$ cat src/hdl/regroup_pkg.sv
package regroup_pkg;

	////////////////////////////////////////
	// lane and buffer geometry
	////////////////////////////////////////

	// four lane words per cycle, 64 data bits each
	localparam int num_words = 4;
	localparam int word_len = 64;
	// width of a 0..4 word count
	localparam int cnt_len = 3;
	// regroup queue depth and its 0..8 occupancy count
	localparam int buf_words = 8;
	localparam int qcnt_len = 4;
	// output beat payload and empty byte count
	localparam int beat_len = num_words * word_len;
	localparam int empty_len = 5;

	// control word field positions inside the 64 payload bits
	// bit 63 is burst versus idle and bit 62 flags SOP
	localparam int ctrl_kind_lo = 62;
	// eop flag at bit 60, valid byte count in bits 59:57
	localparam int eop_info_lo = 57;

	// status block widths and clear register bit positions
	localparam int count_len = 16;
	localparam int apb_addr_len = 8;
	localparam int apb_data_len = 32;
	localparam int clr_packet_bit = 0;
	localparam int clr_error_bit = 1;
	localparam int clr_overflow_bit = 2;

	////////////////////////////////////////
	// word formats
	////////////////////////////////////////

	typedef struct packed {
		logic ctrl;
		logic [word_len-1:0] payload;
	} lane_word_t;

	typedef enum logic [1:0] {
		ctrl_idle = 2'b00,
		ctrl_burst = 2'b10,
		ctrl_burst_sop = 2'b11
	} ctrl_kind_t;

	// bytes of zero means all eight bytes are valid
	typedef struct packed {
		logic eop;
		logic [2:0] bytes;
	} eop_info_t;

	typedef struct packed {
		logic sop;
		eop_info_t eop;
		logic [word_len-1:0] data;
	} annot_word_t;

	// data lane 3 sits in bits 255:192
	typedef struct packed {
		logic [beat_len-1:0] data;
		logic sop;
		logic eop;
		logic [empty_len-1:0] empty;
		logic error;
	} beat_t;

	typedef enum logic [apb_addr_len-1:0] {
		reg_packet_count = 8'h00,
		reg_error_count = 8'h04,
		reg_overflow_count = 8'h08,
		reg_clear = 8'h0c
	} reg_addr_t;

	// field extraction from a control word
	function automatic ctrl_kind_t ctrl_kind(lane_word_t w);
		return ctrl_kind_t'(w.payload[ctrl_kind_lo +: 2]);
	endfunction

	function automatic eop_info_t ctrl_eop(lane_word_t w);
		return eop_info_t'(w.payload[eop_info_lo +: 4]);
	endfunction

endpackage

$ cat src/hdl/packet_annotate.sv
`timescale 1ns/10ps

module packet_annotate (
	input  logic clk,
	input  logic reset,
	input  regroup_pkg::lane_word_t [regroup_pkg::num_words-1:0] din,
	input  logic [regroup_pkg::cnt_len-1:0] num_din_valid,
	output regroup_pkg::annot_word_t [regroup_pkg::num_words-1:0] dout,
	output logic [regroup_pkg::num_words-1:0] dout_valid
);
	import regroup_pkg::*;

	// per lane flags, lane 3 is the top lane
	logic [num_words-1:0] lane_used;
	logic [num_words-1:0] lane_last;
	logic [num_words-1:0] lane_data;
	eop_info_t [num_words-1:0] ctrl_info;
	annot_word_t [num_words-1:0] lane_annot;
	logic sop_pend;
	logic sop_pend_nxt;

	// last data word seen, waiting for the word after it
	annot_word_t held_word;
	logic held_valid;

	annot_word_t [num_words-1:0] emit_word;
	logic [num_words-1:0] emit_valid;

	always_comb begin
		for (int i = 0; i < num_words; i++) begin
			// valid words fill the lanes from the top down
			lane_used[i] = (num_words - i) <= num_din_valid;
			lane_data[i] = lane_used[i] && !din[i].ctrl;
			ctrl_info[i] = (lane_used[i] && din[i].ctrl) ? ctrl_eop(din[i]) : '0;
		end
		// lowest lane in use has no successor this cycle
		lane_last = lane_used & ~(lane_used << 1);
	end

	// walk lanes from the top, carrying a pending SOP
	always_comb begin
		logic pend;
		pend = sop_pend;
		for (int i = num_words - 1; i >= 0; i--) begin
			lane_annot[i].data = din[i].payload;
			lane_annot[i].sop = lane_data[i] && pend;
			if (lane_used[i] && din[i].ctrl && ctrl_kind(din[i]) == ctrl_burst_sop)
				pend = 1'b1;
			else if (lane_data[i])
				pend = 1'b0;
		end
		sop_pend_nxt = pend;
		// eop rides on the control word right below a data word
		lane_annot[0].eop = '0;
		for (int i = 1; i < num_words; i++)
			lane_annot[i].eop = ctrl_info[i-1];
	end

	// held word leaves from the top slot once anything arrives
	// lane i moves down to slot i-1 so the order is kept
	always_comb begin
		emit_word[num_words-1] = held_word;
		emit_word[num_words-1].eop = ctrl_info[num_words-1];
		emit_valid[num_words-1] = held_valid && lane_used[num_words-1];
		for (int i = 1; i < num_words; i++) begin
			emit_word[i-1] = lane_annot[i];
			emit_valid[i-1] = lane_data[i] && lane_used[i-1];
		end
	end

	always_ff @(posedge clk) begin
		if (reset) begin
			dout_valid <= '0;
			held_valid <= 1'b0;
			sop_pend <= 1'b0;
		end else begin
			dout_valid <= emit_valid;
			sop_pend <= sop_pend_nxt;
			if (num_din_valid != '0)
				held_valid <= |(lane_last & lane_data);
		end
	end

	always_ff @(posedge clk) begin
		dout <= emit_word;
		for (int i = 0; i < num_words; i++)
			if (lane_last[i] && lane_data[i])
				held_word <= lane_annot[i];
	end

	a_din_count: assert property (@(posedge clk) disable iff (reset)
		num_din_valid <= num_words)
		else $error("num_din_valid above lane count");

endmodule

$ cat src/hdl/packet_regroup_top.sv
`timescale 1ns/10ps

module packet_regroup_top (
	input  logic clk,
	input  logic reset,
	input  regroup_pkg::lane_word_t [regroup_pkg::num_words-1:0] din,
	input  logic [regroup_pkg::cnt_len-1:0] num_din_valid,
	output logic [regroup_pkg::beat_len-1:0] avl_dout,
	output logic avl_sop,
	output logic avl_eop,
	output logic [regroup_pkg::empty_len-1:0] avl_empty,
	output logic avl_valid,
	output logic avl_error,
	output logic overflow,
	input  regroup_pkg::reg_addr_t paddr,
	input  logic psel,
	input  logic penable,
	input  logic pwrite,
	input  logic [regroup_pkg::apb_data_len-1:0] pwdata,
	output logic [regroup_pkg::apb_data_len-1:0] prdata,
	output logic pready,
	output logic pslverr
);
	import regroup_pkg::*;

	annot_word_t [num_words-1:0] annot_words;
	logic [num_words-1:0] annot_valid;
	annot_word_t [num_words-1:0] compact_words;
	logic [cnt_len-1:0] compact_num;
	beat_t beat;
	logic packet_done;
	logic error_seen;

	////////////////////////////////////////
	// data path
	////////////////////////////////////////

	// strip control words, tag sop and eop
	packet_annotate i_annotate (
		.clk(clk),
		.reset(reset),
		.din(din),
		.num_din_valid(num_din_valid),
		.dout(annot_words),
		.dout_valid(annot_valid)
	);

	// close the gaps left by control words
	word_compactor i_compact (
		.clk(clk),
		.reset(reset),
		.din(annot_words),
		.din_valid(annot_valid),
		.dout(compact_words),
		.num_dout_valid(compact_num)
	);

	// sop aligned beats
	sop_regroup i_regroup (
		.clk(clk),
		.reset(reset),
		.din(compact_words),
		.din_num_valid(compact_num),
		.beat(beat),
		.beat_valid(avl_valid),
		.overflow(overflow),
		.packet_done(packet_done),
		.error_seen(error_seen)
	);

	assign avl_dout = beat.data;
	assign avl_sop = beat.sop;
	assign avl_eop = beat.eop;
	assign avl_empty = beat.empty;
	assign avl_error = beat.error;

	////////////////////////////////////////
	// status counters
	////////////////////////////////////////

	regroup_status_apb i_status (
		.clk(clk),
		.reset(reset),
		.paddr(paddr),
		.psel(psel),
		.penable(penable),
		.pwrite(pwrite),
		.pwdata(pwdata),
		.prdata(prdata),
		.pready(pready),
		.pslverr(pslverr),
		.packet_done(packet_done),
		.error_seen(error_seen),
		.overflow_seen(overflow)
	);

endmodule

$ cat src/hdl/regroup_status_apb.sv
`timescale 1ns/10ps

module regroup_status_apb (
	input  logic clk,
	input  logic reset,
	input  regroup_pkg::reg_addr_t paddr,
	input  logic psel,
	input  logic penable,
	input  logic pwrite,
	input  logic [regroup_pkg::apb_data_len-1:0] pwdata,
	output logic [regroup_pkg::apb_data_len-1:0] prdata,
	output logic pready,
	output logic pslverr,
	input  logic packet_done,
	input  logic error_seen,
	input  logic overflow_seen
);
	import regroup_pkg::*;

	logic [count_len-1:0] packet_count;
	logic [count_len-1:0] error_count;
	logic [count_len-1:0] overflow_count;
	logic clr_write;
	logic [2:0] clr_mask;

	// saturating increment, a clear wins over a same cycle event
	function automatic logic [count_len-1:0] count_next(
		input logic [count_len-1:0] cur,
		input logic inc,
		input logic clr
	);
		if (clr)
			return '0;
		if (inc && cur != '1)
			return cur + 1'b1;
		return cur;
	endfunction

	// write takes effect in the access phase
	assign clr_write = psel && penable && pwrite && paddr == reg_clear;
	assign clr_mask = clr_write ? pwdata[2:0] : 3'b000;

	always_ff @(posedge clk) begin
		if (reset) begin
			packet_count <= '0;
			error_count <= '0;
			overflow_count <= '0;
		end else begin
			packet_count <= count_next(packet_count, packet_done, clr_mask[clr_packet_bit]);
			error_count <= count_next(error_count, error_seen, clr_mask[clr_error_bit]);
			overflow_count <= count_next(overflow_count, overflow_seen,
				clr_mask[clr_overflow_bit]);
		end
	end

	// zero wait states
	assign pready = 1'b1;

	// read mux, unmapped addresses flag an error in the access phase
	always_comb begin
		prdata = '0;
		pslverr = 1'b0;
		case (paddr)
			reg_packet_count: prdata = apb_data_len'(packet_count);
			reg_error_count: prdata = apb_data_len'(error_count);
			reg_overflow_count: prdata = apb_data_len'(overflow_count);
			reg_clear: prdata = '0;
			default: pslverr = psel && penable;
		endcase
	end

endmodule

$ cat src/hdl/sop_regroup.sv
`timescale 1ns/10ps

module sop_regroup (
	input  logic clk,
	input  logic reset,
	input  regroup_pkg::annot_word_t [regroup_pkg::num_words-1:0] din,
	input  logic [regroup_pkg::cnt_len-1:0] din_num_valid,
	output regroup_pkg::beat_t beat,
	output logic beat_valid,
	output logic overflow,
	output logic packet_done,
	output logic error_seen
);
	import regroup_pkg::*;

	// word queue, q[0] is the oldest word
	annot_word_t q [buf_words];
	annot_word_t q_nxt [buf_words];
	logic [qcnt_len-1:0] q_cnt;
	logic [qcnt_len-1:0] q_cnt_nxt;
	logic pkt_open;

	// front window decision
	logic found;
	logic [cnt_len-1:0] take_n;
	logic cut_eop;
	logic cut_err;
	logic beat_err;
	beat_t beat_nxt;

	// queue refill
	logic [qcnt_len-1:0] keep_n;
	logic [qcnt_len:0] fill;
	logic drop;

	////////////////////////////////////////
	// pick the words for the next beat
	////////////////////////////////////////

	// a beat ends at an eop word or before a new sop
	// a full beat without eop also needs the fifth word in view
	// so that an sop right behind it can still close it
	always_comb begin
		found = 1'b0;
		take_n = '0;
		cut_eop = 1'b0;
		cut_err = 1'b0;
		for (int k = 0; k <= num_words; k++) begin
			if (!found && k < q_cnt) begin
				if (k > 0 && q[k].sop) begin
					found = 1'b1;
					take_n = cnt_len'(k);
					cut_eop = 1'b1;
					cut_err = 1'b1;
				end else if (k == num_words) begin
					found = 1'b1;
					take_n = cnt_len'(num_words);
				end else if (q[k].eop.eop) begin
					found = 1'b1;
					take_n = cnt_len'(k + 1);
					cut_eop = 1'b1;
				end
			end
		end
		// sop while open, or plain data while closed
		beat_err = cut_err || (q[0].sop == pkt_open);
	end

	// front word goes to the top lane
	always_comb begin
		eop_info_t last_info;
		logic [2:0] spare;
		logic [1:0] gap_lanes;
		last_info = '0;
		beat_nxt = '0;
		for (int k = 0; k < num_words; k++) begin
			if (k < take_n) begin
				beat_nxt.data[(num_words-1-k)*word_len +: word_len] = q[k].data;
				last_info = q[k].eop;
			end
		end
		// unused bytes of the last word, eight valid reads as zero
		spare = 3'd0;
		if (last_info.eop)
			spare = 3'd0 - last_info.bytes;
		gap_lanes = 2'(num_words - take_n);
		// an sop word may sit at the front while more words are awaited
		beat_nxt.sop = found && q[0].sop;
		beat_nxt.eop = cut_eop;
		beat_nxt.error = found && beat_err;
		if (cut_eop)
			beat_nxt.empty = {gap_lanes, spare};
	end

	////////////////////////////////////////
	// shift out the beat, append new words
	////////////////////////////////////////

	always_comb begin
		keep_n = q_cnt - qcnt_len'(take_n);
		fill = {1'b0, keep_n} + (qcnt_len+1)'(din_num_valid);
		// all incoming words are lost if they do not fit
		drop = (din_num_valid != '0) && (fill > buf_words);
		for (int i = 0; i < buf_words; i++) begin
			q_nxt[i] = q[i];
			if (i < keep_n)
				q_nxt[i] = q[i + take_n];
			else if (!drop && i < fill)
				q_nxt[i] = din[num_words - 1 - (i - keep_n)];
		end
		q_cnt_nxt = drop ? keep_n : fill[qcnt_len-1:0];
	end

	always_ff @(posedge clk) begin
		if (reset) begin
			q_cnt <= '0;
			pkt_open <= 1'b0;
			beat_valid <= 1'b0;
			overflow <= 1'b0;
			packet_done <= 1'b0;
			error_seen <= 1'b0;
			beat.sop <= 1'b0;
			beat.eop <= 1'b0;
			beat.error <= 1'b0;
		end else begin
			q_cnt <= q_cnt_nxt;
			if (found)
				pkt_open <= !cut_eop;
			beat_valid <= found;
			overflow <= drop;
			packet_done <= found && cut_eop;
			error_seen <= found && beat_err;
			beat <= beat_nxt;
		end
	end

	always_ff @(posedge clk) begin
		q <= q_nxt;
	end

	a_flags_need_valid: assert property (@(posedge clk) disable iff (reset)
		!beat_valid |-> !(beat.sop || beat.eop))
		else $error("beat flags set without beat_valid");

	a_queue_bound: assert property (@(posedge clk) disable iff (reset)
		q_cnt <= buf_words)
		else $error("regroup queue above capacity");

endmodule

$ cat src/hdl/word_compactor.sv
`timescale 1ns/10ps

module word_compactor (
	input  logic clk,
	input  logic reset,
	input  regroup_pkg::annot_word_t [regroup_pkg::num_words-1:0] din,
	input  logic [regroup_pkg::num_words-1:0] din_valid,
	output regroup_pkg::annot_word_t [regroup_pkg::num_words-1:0] dout,
	output logic [regroup_pkg::cnt_len-1:0] num_dout_valid
);
	import regroup_pkg::*;

	// number of valid words above each lane
	logic [cnt_len-1:0] rank [num_words];
	logic [cnt_len-1:0] pop_total;
	annot_word_t [num_words-1:0] packed_w;

	////////////////////////////////////////
	// running count from the top lane
	////////////////////////////////////////

	always_comb begin
		logic [cnt_len-1:0] run;
		run = '0;
		for (int i = num_words - 1; i >= 0; i--) begin
			rank[i] = run;
			run = run + cnt_len'(din_valid[i]);
		end
		pop_total = run;
	end

	////////////////////////////////////////
	// route each word to its packed slot
	////////////////////////////////////////

	// slot j takes the valid word with (3 - j) valid words above it
	// e.g. mask 1001 ends up as 1100
	always_comb begin
		for (int j = 0; j < num_words; j++) begin
			packed_w[j] = '0;
			for (int i = num_words - 1; i >= 0; i--) begin
				if (din_valid[i] && rank[i] == cnt_len'(num_words - 1 - j))
					packed_w[j] = din[i];
			end
		end
	end

	// one register stage, count cleared on reset
	always_ff @(posedge clk) begin
		if (reset)
			num_dout_valid <= '0;
		else
			num_dout_valid <= pop_total;
	end

	always_ff @(posedge clk) begin
		dout <= packed_w;
	end

endmodule

$ cat config.mk
export PLATFORM = sky130hd
export DESIGN_NAME = packet_regroup_top
export DESIGN_NICKNAME = d
export VERILOG_FILES = /design/src/hdl/regroup_pkg.sv /design/src/hdl/packet_annotate.sv /design/src/hdl/packet_regroup_top.sv /design/src/hdl/regroup_status_apb.sv /design/src/hdl/sop_regroup.sv /design/src/hdl/word_compactor.sv
export SDC_FILE = /design/constraint.sdc
export NUM_CORES = 2
export LEC_CHECK = 0
export BUFFER_PORTS_ARGS = -buffer_cell sky130_fd_sc_hd__buf_2
export CELL_PAD_IN_SITES_DETAIL_PLACEMENT = 1
export CELL_PAD_IN_SITES_GLOBAL_PLACEMENT = 1
export CORE_MARGIN = 1.5
export CORE_UTILIZATION = 45
export DETAILED_ROUTE_END_ITERATION = 7
export PLACE_DENSITY_LB_ADDON = 0.12
export SLEW_MARGIN = 40
export SYNTH_ARGS = -nofsm -noshare
export SYNTH_HDL_FRONTEND = slang
export SYNTH_SLANG_ARGS = --single-unit
$ cat constraint.sdc
create_clock -name clk -period 12.5 [get_ports clk]
set_clock_uncertainty 0.05 [all_clocks]
set_input_delay 2.5 -clock clk [delete_from_list [all_inputs] [get_ports clk]]
set_output_delay 2.5 -clock clk [all_outputs]
set_load 0.02 [all_outputs]
==> impl_metrics.env <==
export IMPL_area_growth_pct=13.3
export IMPL_synth_common_cells="mux2i_1 (1666), o21ai_0 (965), edfxtp_1 (878)"
export IMPL_final_core_util_pct=51.2
export IMPL_gr_usage_all_layers_pct=37.9
export IMPL_slew_headroom_pct=36.1
export IMPL_syn_area_sq_mm=0.0849
export IMPL_gp_congestion=0.902
export IMPL_slew_violations=0
export IMPL_routed_wl_um=377000
export IMPL_insertion_delay_ns=0.88
export IMPL_cts_setup_buffers=0
export IMPL_ctsResizeCount=0
export IMPL_fp_dieW_um=437
export IMPL_max_freq_mhz=129
export IMPL_syn_avg_cell_area_sq_um=10.1
export IMPL_io_buffers=561
export IMPL_cts_sinks=1498
export IMPL_drtIter0Drc=8663
export IMPL_start_kind="register"
export IMPL_synth_distinct_cells=59
export IMPL_ios=608
export IMPL_numCtsBuffers=172
export IMPL_synth_area_leaders="edfxtp_1 (31%), mux2i_1 (20%), dfxtp_1 (15%), o21ai_0 (5.7%), a211oi_1 (3.0%)"
export IMPL_cts_tree="yes"
export IMPL_cts_root_buf="clkbuf_16"
export IMPL_final_period_utilization_pct=62.1
export IMPL_cp_arrival_ns=8.21
export IMPL_hold_buffers=0
export IMPL_async_reset_ff_share_pct=0
export IMPL_coreArea_sq_mm=0.188
export IMPL_ys_flop_type="edfxtp_1"
export IMPL_clockBufferDepth=3
export IMPL_cp_top_family="buffers and inverters"
export IMPL_synth_seq_area_share_pct=45.7
export IMPL_synthCells=8418
export IMPL_grt_start_max_net_pins=160
export IMPL_start_util_pct=45.2
export IMPL_crit_top_cell="buf_4"
export IMPL_die_height_um=437
export IMPL_path_clk_slew_ns=0.06
export IMPL_max_stage_delay_ns=0.82
export IMPL_vias=76100
export IMPL_slowest_stage="fa_4"
export IMPL_die_area_sq_mm=0.191
export IMPL_end_kind="register"
export IMPL_antenna_found_initial=24
export IMPL_synth_ff_latch_count=1498
export IMPL_crit_chain="a2111oi_2, nor2_4, buf_12, a21oi_4, buf_6, inv_6, ha_4, inv_1, fa_4, inv_12, fa_1, xnor2_1, o21ai_0, a21o_1, nor2_1, buf_4, o21ai_4, buf_4, buf_4"
export IMPL_viasPerCell=6.79
export IMPL_holdCritPathClass="reg -> reg"
export IMPL_h_tree_depth=4
export IMPL_cp_max_fo=102
export IMPL_finalHoldViolCount=0
export IMPL_fin_crit_ns=7.77
export IMPL_avgRoutedWirePerCell_um=33.7
export IMPL_synth_edff_count=878
export IMPL_grt_overflow_total=0
export IMPL_crit_type="reg -> reg"
export IMPL_tightest_slew_ns=0.959
export IMPL_cp_required_ns=12.94
export IMPL_grt_pass1_wl_um=536000
export IMPL_synth_most_common_cell="mux2i_1"
export IMPL_setup_violations=0
export IMPL_postRouteAntennaNets=0
export IMPL_synth_top_area_share_pct=31.1
export IMPL_drc_errors=0
export IMPL_status="complete, no violations"
export IMPL_hpwl_um=225000
export IMPL_drt_pass1_iterations=6
export IMPL_setup_tns_ns=0
export IMPL_cap_viol_max_count=0
export IMPL_rsz0062_at_grt="false"
export IMPL_drive_gt1_share_pct=14.8
export IMPL_yosys_warnings=0
export IMPL_grt_pass1_vias=76500
export IMPL_nNetsFinal=8887
export IMPL_synth_area_leader_cell="edfxtp_1"
export IMPL_worst_path_buf_inv=8
export IMPL_rows=159
==> layout by cell type (no fill, tap or decap), types with 137 or more instances in the layout <==
cell type	count
nor2_1	315
a221o_1	137
and3_1	225
nand2_1	657
mux2i_1	1666
buf_2	561
nand3_1	293
clkbuf_16	181
edfxtp_1	878
a21oi_1	248
a211oi_1	341
mux2_2	208
o21ai_0	957
dfxtp_1	620
a22oi_1	207
o22ai_1	271
and2_1	203
==> per-layer routing <==
layer	up-vias	part of all wire, %	GRT usage, %
li1	32000	-	-
met1	38100	40	50.2
met2	4722	43	57.0
met3	1270	10	8.04
met4	6	6.5	22.5
met5	-	0.011	0
==> sequential cells by signal, summed over array words and instances (netlist names) <==
register / count
i_regroup.overflow: 1
i_status.packet_count: 16
i_annotate.emit_word: 65
i_regroup.beat: 264
i_regroup.beat_valid: 1
i_annotate.dout_valid: 4
i_status.overflow_count: 16
i_regroup.packet_done: 1
i_compact.num_dout_valid: 3
i_regroup.q_cnt: 4
i_compact.dout: 276
i_annotate.held_valid: 1
i_status.error_count: 16
i_regroup.pkt_open: 1
i_regroup.q: 552
i_annotate.dout: 276
i_annotate.sop_pend: 1
==> final timing paths <==
check | end | cells past startpoint | start | slack [ns]
worst min-delay path | i_annotate.dout[223] | 0 | i_annotate.emit_word[223] | 0.29
worst max-delay path | i_regroup.q[332] | 19 | i_regroup.q[550] | 4.73
worst max register to register | i_regroup.q[332] | 19 | i_regroup.q[550] | 4.73
worst min register to register | i_annotate.dout[223] | 0 | i_annotate.emit_word[223] | 0.29
==> layout make-up <==
type / instances / area [sq um]
Clock inverter: 73 / 658
Timing Repair Buffer: 731 / 4930
Fill cell: 20300 / 91500
Antenna cell: 9 / 22.5
Tap cell: 2495 / 3120
Clock buffer: 252 / 5030
Multi-Input combinational cell: 6125 / 43400
Sequential cell: 1498 / 38800
Inverter: 26 / 125
==> metrics by stage <==
stage	hold slack [ns]	area (sq um)	setup slack (ns)	instances
5_1_grt	0.292	96100	4.54	11200
4_1_cts	0.289	95800	4.58	11200
3_3_place_gp	0.274	89400	3.67	10800
2_1_floorplan	0.273	84900	2.34	8433
6_report	0.288	96100	4.73	11200
3_5_place_dp	0.279	90200	4.59	10900
==> logic make-up after synthesis <==
group                    synth area share, %
adder cells (fa/ha/maj)                0.404
AO/OA/AOI/OAI                           16.8
AND/OR/NAND/NOR                         10.4
multiplexers                            22.4
buffers and inverters                   3.78
flip-flops                              45.7
XOR/XNOR                               0.495
other                                0.00885
Power is not shown: default switching activity piles up to over one toggle a cycle in this logic, so the estimate is an artifact.
